`config.mk`:
```
export PLATFORM = sky130hd
export DESIGN_NAME = decodeExecute
export DESIGN_NICKNAME = d
export VERILOG_FILES = /design/src/mipsPkg.sv /design/src/controlDecoder.sv /design/src/decodeExecute.sv /design/src/executeUnit.sv /design/src/idExRegister.sv /design/src/registerFile.sv
export SDC_FILE = /design/constraint.sdc
export NUM_CORES = 2
export LEC_CHECK = 0
export ABC_CLOCK_PERIOD_IN_PS = 4900
export BUFFER_PORTS_ARGS = -buffer_cell sky130_fd_sc_hd__buf_2
export CAP_MARGIN = 15
export CORE_ASPECT_RATIO = 0.7
export CORE_UTILIZATION = 25
export DETAILED_ROUTE_END_ITERATION = 16
export REMOVE_ABC_BUFFERS = 1
export SYNTH_ARGS = -nofsm -noshare
export SYNTH_HDL_FRONTEND = slang
export SYNTH_SLANG_ARGS = --single-unit
```
`constraint.sdc`:
```
create_clock -name Clock -period 4.9 [get_ports Clock]
set_input_delay 0.245 -clock Clock [delete_from_list [all_inputs] [get_ports Clock]]
set_output_delay 0.245 -clock Clock [all_outputs]
set_load 0.05 [all_outputs]
```
`src/mipsPkg.sv`:
```
package mipsPkg;

    // Widths
    localparam int dataWidth    = 32;
    localparam int regAddrWidth = 5;
    localparam int aluOpWidth   = 5;
    localparam int opcodeWidth  = 6;
    localparam int functWidth   = 6;
    localparam int immWidth     = 16;
    localparam int regCount     = 1 << regAddrWidth;

    ////////////////////
    // ALU operation codes, zero is add so a bubble computes 0 + 0
    localparam logic [aluOpWidth-1:0] aluAdd = 5'd0;
    localparam logic [aluOpWidth-1:0] aluSub = 5'd1;
    localparam logic [aluOpWidth-1:0] aluAnd = 5'd2;
    localparam logic [aluOpWidth-1:0] aluOr  = 5'd3;
    localparam logic [aluOpWidth-1:0] aluXor = 5'd4;
    localparam logic [aluOpWidth-1:0] aluNor = 5'd5;
    localparam logic [aluOpWidth-1:0] aluSlt = 5'd6;
    localparam logic [aluOpWidth-1:0] aluSll = 5'd7;
    localparam logic [aluOpWidth-1:0] aluSrl = 5'd8;
    localparam logic [aluOpWidth-1:0] aluLui = 5'd9;

    ////////////////////
    // Opcodes
    localparam logic [opcodeWidth-1:0] opRType = 6'h00;
    localparam logic [opcodeWidth-1:0] opBeq   = 6'h04;
    localparam logic [opcodeWidth-1:0] opBne   = 6'h05;
    localparam logic [opcodeWidth-1:0] opAddi  = 6'h08;
    localparam logic [opcodeWidth-1:0] opSlti  = 6'h0a;
    localparam logic [opcodeWidth-1:0] opAndi  = 6'h0c;
    localparam logic [opcodeWidth-1:0] opOri   = 6'h0d;
    localparam logic [opcodeWidth-1:0] opLui   = 6'h0f;
    localparam logic [opcodeWidth-1:0] opLb    = 6'h20;
    localparam logic [opcodeWidth-1:0] opLw    = 6'h23;
    localparam logic [opcodeWidth-1:0] opSb    = 6'h28;
    localparam logic [opcodeWidth-1:0] opSw    = 6'h2b;

    // Function codes of R-type
    localparam logic [functWidth-1:0] fnSll = 6'h00;
    localparam logic [functWidth-1:0] fnSrl = 6'h02;
    localparam logic [functWidth-1:0] fnAdd = 6'h20;
    localparam logic [functWidth-1:0] fnSub = 6'h22;
    localparam logic [functWidth-1:0] fnAnd = 6'h24;
    localparam logic [functWidth-1:0] fnOr  = 6'h25;
    localparam logic [functWidth-1:0] fnXor = 6'h26;
    localparam logic [functWidth-1:0] fnNor = 6'h27;
    localparam logic [functWidth-1:0] fnSlt = 6'h2a;

    ////////////////////
    // Writeback source, access size and destination selection
    localparam logic [1:0] memToRegAlu = 2'b01;
    localparam logic [1:0] memToRegMem = 2'b10;
    localparam logic [1:0] byteSelByte = 2'b01;
    localparam logic [1:0] byteSelWord = 2'b11;
    localparam logic [1:0] regDstRt    = 2'b01;
    localparam logic [1:0] regDstRd    = 2'b10;

    // One instruction word seen as R-type or I-type
    typedef union packed {
        struct packed {
            logic [opcodeWidth-1:0]  opcode;
            logic [regAddrWidth-1:0] rs;
            logic [regAddrWidth-1:0] rt;
            logic [regAddrWidth-1:0] rd;
            logic [regAddrWidth-1:0] shamt;
            logic [functWidth-1:0]   funct;
        } rType;
        struct packed {
            logic [opcodeWidth-1:0]  opcode;
            logic [regAddrWidth-1:0] rs;
            logic [regAddrWidth-1:0] rt;
            logic [immWidth-1:0]     imm;
        } iType;
    } instrWord;

endpackage

```
`src/controlDecoder.sv`:
```
`timescale 1ns/1ns

module controlDecoder (
    input  mipsPkg::instrWord                     instruction,
    output logic                                  regWrite,
    output logic                                  aluSrc,
    output logic                                  memWrite,
    output logic                                  memRead,
    output logic                                  branch,
    output logic                                  branchNe,
    output logic [1:0]                            memToReg,
    output logic [1:0]                            byteSel,
    output logic [1:0]                            regDst,
    output logic [mipsPkg::aluOpWidth-1:0]        aluOp,
    output logic [mipsPkg::dataWidth-1:0]         immExt
);
    import mipsPkg::*;

    logic [dataWidth-1:0] signExt;
    logic [dataWidth-1:0] zeroExt;

    assign signExt = {{(dataWidth-immWidth){instruction.iType.imm[immWidth-1]}},
                      instruction.iType.imm};
    assign zeroExt = {{(dataWidth-immWidth){1'b0}}, instruction.iType.imm};

    always_comb begin
        // Bubble unless an opcode below matches
        regWrite = 1'b0;
        aluSrc   = 1'b0;
        memWrite = 1'b0;
        memRead  = 1'b0;
        branch   = 1'b0;
        branchNe = 1'b0;
        memToReg = 2'b00;
        byteSel  = 2'b00;
        regDst   = 2'b00;
        aluOp    = aluAdd;
        immExt   = '0;
        case (instruction.iType.opcode)
            opRType: begin
                regWrite = 1'b1;
                memToReg = memToRegAlu;
                regDst   = regDstRd;
                immExt   = signExt;
                case (instruction.rType.funct)
                    fnAdd: aluOp = aluAdd;
                    fnSub: aluOp = aluSub;
                    fnAnd: aluOp = aluAnd;
                    fnOr:  aluOp = aluOr;
                    fnXor: aluOp = aluXor;
                    fnNor: aluOp = aluNor;
                    fnSlt: aluOp = aluSlt;
                    fnSll, fnSrl: begin
                        aluOp  = (instruction.rType.funct == fnSll) ? aluSll : aluSrl;
                        // Shift amount rides in the immediate path
                        immExt = {{(dataWidth-regAddrWidth){1'b0}}, instruction.rType.shamt};
                    end
                    default: begin
                        regWrite = 1'b0;
                        memToReg = 2'b00;
                        regDst   = 2'b00;
                        immExt   = '0;
                    end
                endcase
            end
            opAddi, opSlti, opAndi, opOri, opLui: begin
                regWrite = 1'b1;
                aluSrc   = 1'b1;
                memToReg = memToRegAlu;
                regDst   = regDstRt;
                immExt   = signExt;
                case (instruction.iType.opcode)
                    opSlti:  aluOp = aluSlt;
                    opAndi:  aluOp = aluAnd;
                    opOri:   aluOp = aluOr;
                    opLui:   aluOp = aluLui;
                    default: aluOp = aluAdd;
                endcase
                if (instruction.iType.opcode inside {opAndi, opOri}) begin
                    immExt = zeroExt;
                end
            end
            opLw, opLb: begin
                regWrite = 1'b1;
                aluSrc   = 1'b1;
                memRead  = 1'b1;
                memToReg = memToRegMem;
                regDst   = regDstRt;
                byteSel  = (instruction.iType.opcode == opLb) ? byteSelByte : byteSelWord;
                immExt   = signExt;
            end
            opSw, opSb: begin
                aluSrc   = 1'b1;
                memWrite = 1'b1;
                byteSel  = (instruction.iType.opcode == opSb) ? byteSelByte : byteSelWord;
                immExt   = signExt;
            end
            opBeq, opBne: begin
                branch   = 1'b1;
                branchNe = (instruction.iType.opcode == opBne);
                aluOp    = aluSub;
                immExt   = signExt;
            end
            default: ;
        endcase
    end

endmodule

```
`src/decodeExecute.sv`:
```
`timescale 1ns/1ns

module decodeExecute (
    input  logic                                  Clock,
    input  logic                                  arstN,
    input  mipsPkg::instrWord                     instruction,
    input  logic [mipsPkg::dataWidth-1:0]         pc,
    input  logic                                  flush,
    input  logic                                  stall,
    input  logic                                  wbWrite,
    input  logic [mipsPkg::regAddrWidth-1:0]      wbAddr,
    input  logic [mipsPkg::dataWidth-1:0]         wbData,
    output logic [mipsPkg::dataWidth-1:0]         aluResult,
    output logic [mipsPkg::dataWidth-1:0]         storeData,
    output logic [mipsPkg::dataWidth-1:0]         branchTarget,
    output logic [mipsPkg::regAddrWidth-1:0]      destReg,
    output logic [1:0]                            memToReg,
    output logic [1:0]                            byteSel,
    output logic                                  branchTaken,
    output logic                                  regWrite,
    output logic                                  memWrite,
    output logic                                  memRead
);
    import mipsPkg::*;

    // Decode side
    logic                  dRegWrite, dAluSrc, dMemWrite, dMemRead, dBranch, dBranchNe;
    logic [1:0]            dMemToReg, dByteSel, dRegDst;
    logic [aluOpWidth-1:0] dAluOp;
    logic [dataWidth-1:0]  dImm, dRead1, dRead2;

    // Execute side
    logic                  eAluSrc, eBranch, eBranchNe;
    logic [1:0]            eRegDst;
    logic [aluOpWidth-1:0] eAluOp;
    logic [dataWidth-1:0]  ePc, eImm, eRead1, eRead2;
    instrWord              eInstruction;

    controlDecoder decoder (
        .instruction(instruction), .regWrite(dRegWrite), .aluSrc(dAluSrc),
        .memWrite(dMemWrite), .memRead(dMemRead), .branch(dBranch), .branchNe(dBranchNe),
        .memToReg(dMemToReg), .byteSel(dByteSel), .regDst(dRegDst), .aluOp(dAluOp),
        .immExt(dImm)
    );

    registerFile regFile (
        .Clock(Clock), .arstN(arstN), .writeEnable(wbWrite),
        .readAddr1(instruction.rType.rs), .readAddr2(instruction.rType.rt),
        .writeAddr(wbAddr), .writeData(wbData), .readData1(dRead1), .readData2(dRead2)
    );

    idExRegister stageReg (
        .Clock(Clock), .arstN(arstN), .flush(flush), .stall(stall),
        .regWriteIn(dRegWrite), .aluSrcIn(dAluSrc), .memWriteIn(dMemWrite),
        .memReadIn(dMemRead), .branchIn(dBranch), .branchNeIn(dBranchNe),
        .memToRegIn(dMemToReg), .byteSelIn(dByteSel), .regDstIn(dRegDst),
        .aluOpIn(dAluOp), .pcIn(pc), .instructionIn(instruction), .immIn(dImm),
        .readData1In(dRead1), .readData2In(dRead2),
        .regWriteOut(regWrite), .aluSrcOut(eAluSrc), .memWriteOut(memWrite),
        .memReadOut(memRead), .branchOut(eBranch), .branchNeOut(eBranchNe),
        .memToRegOut(memToReg), .byteSelOut(byteSel), .regDstOut(eRegDst),
        .aluOpOut(eAluOp), .pcOut(ePc), .instructionOut(eInstruction), .immOut(eImm),
        .readData1Out(eRead1), .readData2Out(eRead2)
    );

    executeUnit execute (
        .instruction(eInstruction), .pc(ePc), .readData1(eRead1), .readData2(eRead2),
        .immExt(eImm), .aluSrc(eAluSrc), .regDst(eRegDst), .branch(eBranch),
        .branchNe(eBranchNe), .aluOp(eAluOp), .aluResult(aluResult),
        .branchTarget(branchTarget), .storeData(storeData), .destReg(destReg),
        .branchTaken(branchTaken)
    );

endmodule

```
`src/executeUnit.sv`:
```
`timescale 1ns/1ns

module executeUnit (
    input  mipsPkg::instrWord                     instruction,
    input  logic [mipsPkg::dataWidth-1:0]         pc,
    input  logic [mipsPkg::dataWidth-1:0]         readData1,
    input  logic [mipsPkg::dataWidth-1:0]         readData2,
    input  logic [mipsPkg::dataWidth-1:0]         immExt,
    input  logic                                  aluSrc,
    input  logic [1:0]                            regDst,
    input  logic                                  branch,
    input  logic                                  branchNe,
    input  logic [mipsPkg::aluOpWidth-1:0]        aluOp,
    output logic [mipsPkg::dataWidth-1:0]         aluResult,
    output logic [mipsPkg::dataWidth-1:0]         branchTarget,
    output logic [mipsPkg::dataWidth-1:0]         storeData,
    output logic [mipsPkg::regAddrWidth-1:0]      destReg,
    output logic                                  branchTaken
);
    import mipsPkg::*;

    logic [dataWidth-1:0] operandB;
    logic [4:0]           shiftAmount;
    logic                 operandsEqual;

    assign operandB    = aluSrc ? immExt : readData2;
    assign shiftAmount = immExt[4:0];

    ////////////////////
    // ALU
    always_comb begin
        case (aluOp)
            aluAdd:  aluResult = readData1 + operandB;
            aluSub:  aluResult = readData1 - operandB;
            aluAnd:  aluResult = readData1 & operandB;
            aluOr:   aluResult = readData1 | operandB;
            aluXor:  aluResult = readData1 ^ operandB;
            aluNor:  aluResult = ~(readData1 | operandB);
            aluSlt:  aluResult = {{(dataWidth-1){1'b0}},
                                  ($signed(readData1) < $signed(operandB))};
            aluSll:  aluResult = readData2 << shiftAmount;
            aluSrl:  aluResult = readData2 >> shiftAmount;
            aluLui:  aluResult = {immExt[15:0], 16'h0000};
            default: aluResult = '0;
        endcase
    end

    ////////////////////
    // Branch decision and target
    assign operandsEqual = (readData1 == readData2);
    assign branchTaken   = branch && (branchNe ? !operandsEqual : operandsEqual);
    assign branchTarget  = pc + 32'd4 + {immExt[dataWidth-3:0], 2'b00};

    // Store data is the rt operand as registered
    assign storeData = readData2;
    assign destReg   = (regDst == regDstRd) ? instruction.rType.rd : instruction.rType.rt;

endmodule

```
`src/idExRegister.sv`:
```
`timescale 1ns/1ns

module idExRegister (
    input  logic                              Clock,
    input  logic                              arstN,
    input  logic                              flush,
    input  logic                              stall,
    input  logic                              regWriteIn,
    input  logic                              aluSrcIn,
    input  logic                              memWriteIn,
    input  logic                              memReadIn,
    input  logic                              branchIn,
    input  logic                              branchNeIn,
    input  logic [1:0]                        memToRegIn,
    input  logic [1:0]                        byteSelIn,
    input  logic [1:0]                        regDstIn,
    input  logic [mipsPkg::aluOpWidth-1:0]    aluOpIn,
    input  logic [mipsPkg::dataWidth-1:0]     pcIn,
    input  mipsPkg::instrWord                 instructionIn,
    input  logic [mipsPkg::dataWidth-1:0]     immIn,
    input  logic [mipsPkg::dataWidth-1:0]     readData1In,
    input  logic [mipsPkg::dataWidth-1:0]     readData2In,
    output logic                              regWriteOut,
    output logic                              aluSrcOut,
    output logic                              memWriteOut,
    output logic                              memReadOut,
    output logic                              branchOut,
    output logic                              branchNeOut,
    output logic [1:0]                        memToRegOut,
    output logic [1:0]                        byteSelOut,
    output logic [1:0]                        regDstOut,
    output logic [mipsPkg::aluOpWidth-1:0]    aluOpOut,
    output logic [mipsPkg::dataWidth-1:0]     pcOut,
    output mipsPkg::instrWord                 instructionOut,
    output logic [mipsPkg::dataWidth-1:0]     immOut,
    output logic [mipsPkg::dataWidth-1:0]     readData1Out,
    output logic [mipsPkg::dataWidth-1:0]     readData2Out
);
    import mipsPkg::*;

    // All stage outputs as one vector
    logic [12+aluOpWidth+5*dataWidth-1:0] stageIn;
    logic [12+aluOpWidth+5*dataWidth-1:0] stageOut;

    assign stageIn = {regWriteIn, aluSrcIn, memWriteIn, memReadIn, branchIn, branchNeIn,
                      memToRegIn, byteSelIn, regDstIn, aluOpIn, pcIn, instructionIn,
                      immIn, readData1In, readData2In};

    assign {regWriteOut, aluSrcOut, memWriteOut, memReadOut, branchOut, branchNeOut,
            memToRegOut, byteSelOut, regDstOut, aluOpOut, pcOut, instructionOut,
            immOut, readData1Out, readData2Out} = stageOut;

    ////////////////////
    // Flush beats stall, stall holds
    always_ff @(posedge Clock or negedge arstN) begin
        if (!arstN) begin
            stageOut <= '0;
        end else if (flush) begin
            stageOut <= '0;
        end else if (!stall) begin
            stageOut <= stageIn;
        end
    end

    assert property (@(posedge Clock) disable iff (!arstN)
        flush |=> !(regWriteOut || memWriteOut || memReadOut || branchOut || branchNeOut))
        else $error("control survived a flush");
    assert property (@(posedge Clock) disable iff (!arstN)
        (stall && !flush) |=> $stable(stageOut))
        else $error("stage register moved during stall");

endmodule

```
`src/registerFile.sv`:
```
`timescale 1ns/1ns

module registerFile (
    input  logic                              Clock,
    input  logic                              arstN,
    input  logic                              writeEnable,
    input  logic [mipsPkg::regAddrWidth-1:0]  readAddr1,
    input  logic [mipsPkg::regAddrWidth-1:0]  readAddr2,
    input  logic [mipsPkg::regAddrWidth-1:0]  writeAddr,
    input  logic [mipsPkg::dataWidth-1:0]     writeData,
    output logic [mipsPkg::dataWidth-1:0]     readData1,
    output logic [mipsPkg::dataWidth-1:0]     readData2
);
    import mipsPkg::*;

    logic [dataWidth-1:0] regs [regCount];
    logic                 writeLive;

    // Register 0 never takes a write
    assign writeLive = writeEnable && (writeAddr != '0);

    always_ff @(posedge Clock or negedge arstN) begin
        if (!arstN) begin
            for (int i = 0; i < regCount; i++) begin
                regs[i] <= '0;
            end
        end else if (writeLive) begin
            regs[writeAddr] <= writeData;
        end
    end

    ////////////////////
    // Reads, with the pending write returned first
    assign readData1 = (writeLive && writeAddr == readAddr1) ? writeData : regs[readAddr1];
    assign readData2 = (writeLive && writeAddr == readAddr2) ? writeData : regs[readAddr2];

    assert property (@(posedge Clock) disable iff (!arstN)
        (readAddr1 == '0) |-> (readData1 == '0))
        else $error("register 0 read nonzero on port 1");
    assert property (@(posedge Clock) disable iff (!arstN)
        (readAddr2 == '0) |-> (readData2 == '0))
        else $error("register 0 read nonzero on port 2");

endmodule
```
==> impl_metrics.tcl <==
set metrics [dict create \
    synth_edf_count 0 \
    maximum_number_of_pins_on_one_net_before_global_route_repair 141 \
    die-area_um2 285000 \
    outcome "finished with violations" \
    final-setup-viol-count 2 \
    failed_checks "setup timing" \
    synth_largest_area_cell "dfrtp_1" \
    gp_congestion 0.988 \
    cts_buffers 118 \
    fraction_of_final_layout_cells_with_drive_strength_greater_than_1 0.438 \
    start_util 0.253 \
    worst_slew_pin_slew_ns 1.32 \
    boundaryPins 215 \
    synth-warning-count 0 \
    setup_repair_after_global_routing_missed_its_margin "yes" \
    drc_errors 0 \
    std_cell_rows 162 \
    slew_viol_final 0 \
    grt_pass1_vias 51300 \
    port-buffer-count 214 \
    critPathKind "reg2out" \
    design.final.nets 5830 \
    synth.cells.most_frequent "1162 x dfrtp_1, 954 x mux2_2, 654 x mux4_2" \
    overflow 0 \
    dr_total_vias 51500 \
    max_freq_mhz 202 \
    worst_setup_path_start_kind "flip-flop" \
    wl_per_cell_um 28.1 \
    hold_class "in2reg" \
    post_drt_via_cell_ratio 5.45 \
    synth_top_cell_area_share 0.411 \
    grt_antenna_before_repair 24 \
    place.detailed.hpwl_um 179000 \
    track_usage 0.182 \
    vdd_drop_max_mv 0.339 \
    global_route_wire_length_before_repair_um 382000 \
    synth_cell_types 99 \
    critPathRequiredTime_ns 4.66 \
    holdWs_ns 0.0588 \
    synth_seq_cells 1162 \
    dieWidth_um 638 \
    drtAntennaViolNets 0 \
    async_reset_ff_frac 1.00 \
    synth_ff_type "dfrtp_1" \
    slew_hr 0.113 \
    critical_path_fanout_max 3 \
    clockRootBuffer "clkbuf_16" \
    clock_tree_from_tritoncts "done" \
    synth.top_cells.by_area "dfrtp_1 41%, mux4_2 21%, mux2_2 15%, ha_1 2.7%, mux2i_1 2.5%" \
    critPathCaptureType "primary output" \
    power_per_cell_area_nw_per_um2 378 \
    die_y_um 447 \
    cts.sink_count 1162 \
    mapped_cells 5438 \
    synth.yosys.seq_area_share 0.411 \
    dr.first_iter.drc_count 5859 \
    fillers 28100 \
    power.leakage_nw 35.6 \
    h-tree-depth 3 \
    critical_path_arrival_ns 4.70 \
    synth.cell_area_um2 70700 \
    clk-insertion-delay-late_ns 0.81 \
    worst_clock_skew_ns 0.112 \
    detail_route.first_pass.iterations 6 \
    syn_avg_cell_area_um2 13.0 \
    ctsLongestPathBuffers 3 \
    timing.final.crit_period_ns 4.95 \
    clk_pin_slew_ns 0.07 \
    floorplan.core_area_um2 280000 \
    area_delta_synth_final_pct 17.1 \
    hold_viol 0 \
    yosysMostFrequentCell "dfrtp_1" \
    p_total_mw 31.3 \
    finalWirelength_um 266000 \
    cap_viol_max_count 0 \
    final.period_utilization 1.01 \
    setup_slack_ns -0.0452 \
]
==> cells in the final DEF, fill, tap and decap left out, drive strengths merged, types with 16 or more instances in the layout <==
cell and instances:
dfrtp 1162, mux2 1004, mux4 654, buf 503, nor2 401, a21oi 257
clkbuf 180, mux2i 174, ha 154, nand2 139, o21ai 134, inv 125
a211oi 85, dlygate4sd3 59, xor2 48, a21o 40, nor3 37, nand3 34
clkinv 29, nor4 27, a221oi 24, o211ai 23, o22ai 23, xnor2 22
nand2b 22, nor2b 18, a221o 17, o21bai 16
==> sequential cells by signal (all words and copies together), names as in the netlist <==
name and cells:
regFile.regs 1024, stageReg.stageOut 138
==> worst paths after layout <==
| kind | from | endpoint | slack, ns | depth (start not counted) |
|---|---|---|---|---|
| hold reg to reg | regFile.regs[992] | regFile.regs[992] | 0.39 | 0 |
| hold / removal | instruction[31] | stageReg.stageOut[172] | 0.06 | 4 |
| setup reg to reg | regFile.regs[452] | stageReg.stageOut[4] | 2.21 | 6 |
| min in group asynchronous | arstN | regFile.regs[993] | 0.08 | 2 |
| setup / recovery | stageReg.stageOut[175] | aluResult[26] | -0.05 | 15 |
| max in group asynchronous | arstN | stageReg.stageOut[113] | 3.20 | 3 |
==> power by group <==
group          total (mW)  internal [mW]  switching (mW)  leakage, nW
Sequential           12.6           11.3            1.29         15.0
Combinational        9.07           4.53            4.54         18.7
Clock                9.62           5.34            4.29         1.98
==> worst max-delay path: stages, from the launching register on <==
cell and delay (ns):
dfrtp_2 0.44, mux2i_4 0.31, inv_2 0.10, ha_4 0.17, fa_2 0.39, a21oi_4 0.15
o21ai_2 0.08, a2111o_1 0.53, a2111oi_4 0.40, nor3_4 0.13, a21o_1 0.25, nand3_2 0.08
nand2_2 0.07, o221a_1 0.28, o21ai_4 0.41, buf_12 0.20
==> cell families (layout without fill, tap and decap cells) <==
family	Yosys count	count (layout)	synth area share
flip-flops	1162	1162	0.411
multiplexers	1832	1832	0.393
buffers and inverters	679	909	0.0387
other	0	9	0
adder cells (fa/ha/maj)	157	157	0.0281
AO/OA/AOI/OAI	783	783	0.0735
AND/OR/NAND/NOR	755	755	0.0473
XOR/XNOR	70	70	0.00867
==> cell type report <==
type / count / area (µm²) / area share
Sequential cell: 1162 / 29100 / 0.351
Antenna cell: 9 / 22.5 / 0.000272
Clock buffer: 178 / 3460 / 0.0418
Inverter: 124 / 465 / 0.00562
Clock inverter: 43 / 627 / 0.00757
Multi-Input combinational cell: 3597 / 39900 / 0.482
Timing Repair Buffer: 564 / 4540 / 0.0548
Tap cell: 3772 / 4720 / 0.0570
==> repair_timing <==
action / 4_1_cts / 5_1_grt
hold buffers: 59 / 0
resized for setup: 76 / 94
setup endpoints to repair: 23 / 24
buffers inserted: 8 / 7
endpoints found under the hold margin: 167 / 0
pin swaps: 22 / 43
==> metal layers <==
layer	up-vias	global-route usage	share of wire
met1	27400	0.249	0.42
met2	2549	0.271	0.44
met4	12	0.0787	0.049
met5	-	0	0.00030
li1	21000	-	-
met3	496	0.0481	0.094
==> metrics by stage <==
step | std cells | util | setup slack (ns) | area (µm²) | TNS, ns
after floorplan | 4883 | - | -0.866 | 68500 | -11.39
after global placement | 9142 | 0.275 | -0.00968 | 77100 | -0.00968
after detailed placement | 9144 | 0.276 | -0.0105 | 77100 | -0.0105
after CTS | 9432 | 0.294 | -0.0586 | 82200 | -0.112
after global routing | 9445 | 0.296 | -0.145 | 82800 | -0.723
final | 9449 | 0.296 | -0.0452 | 82800 | -0.0882
Power figures use the tool's default switching activity.
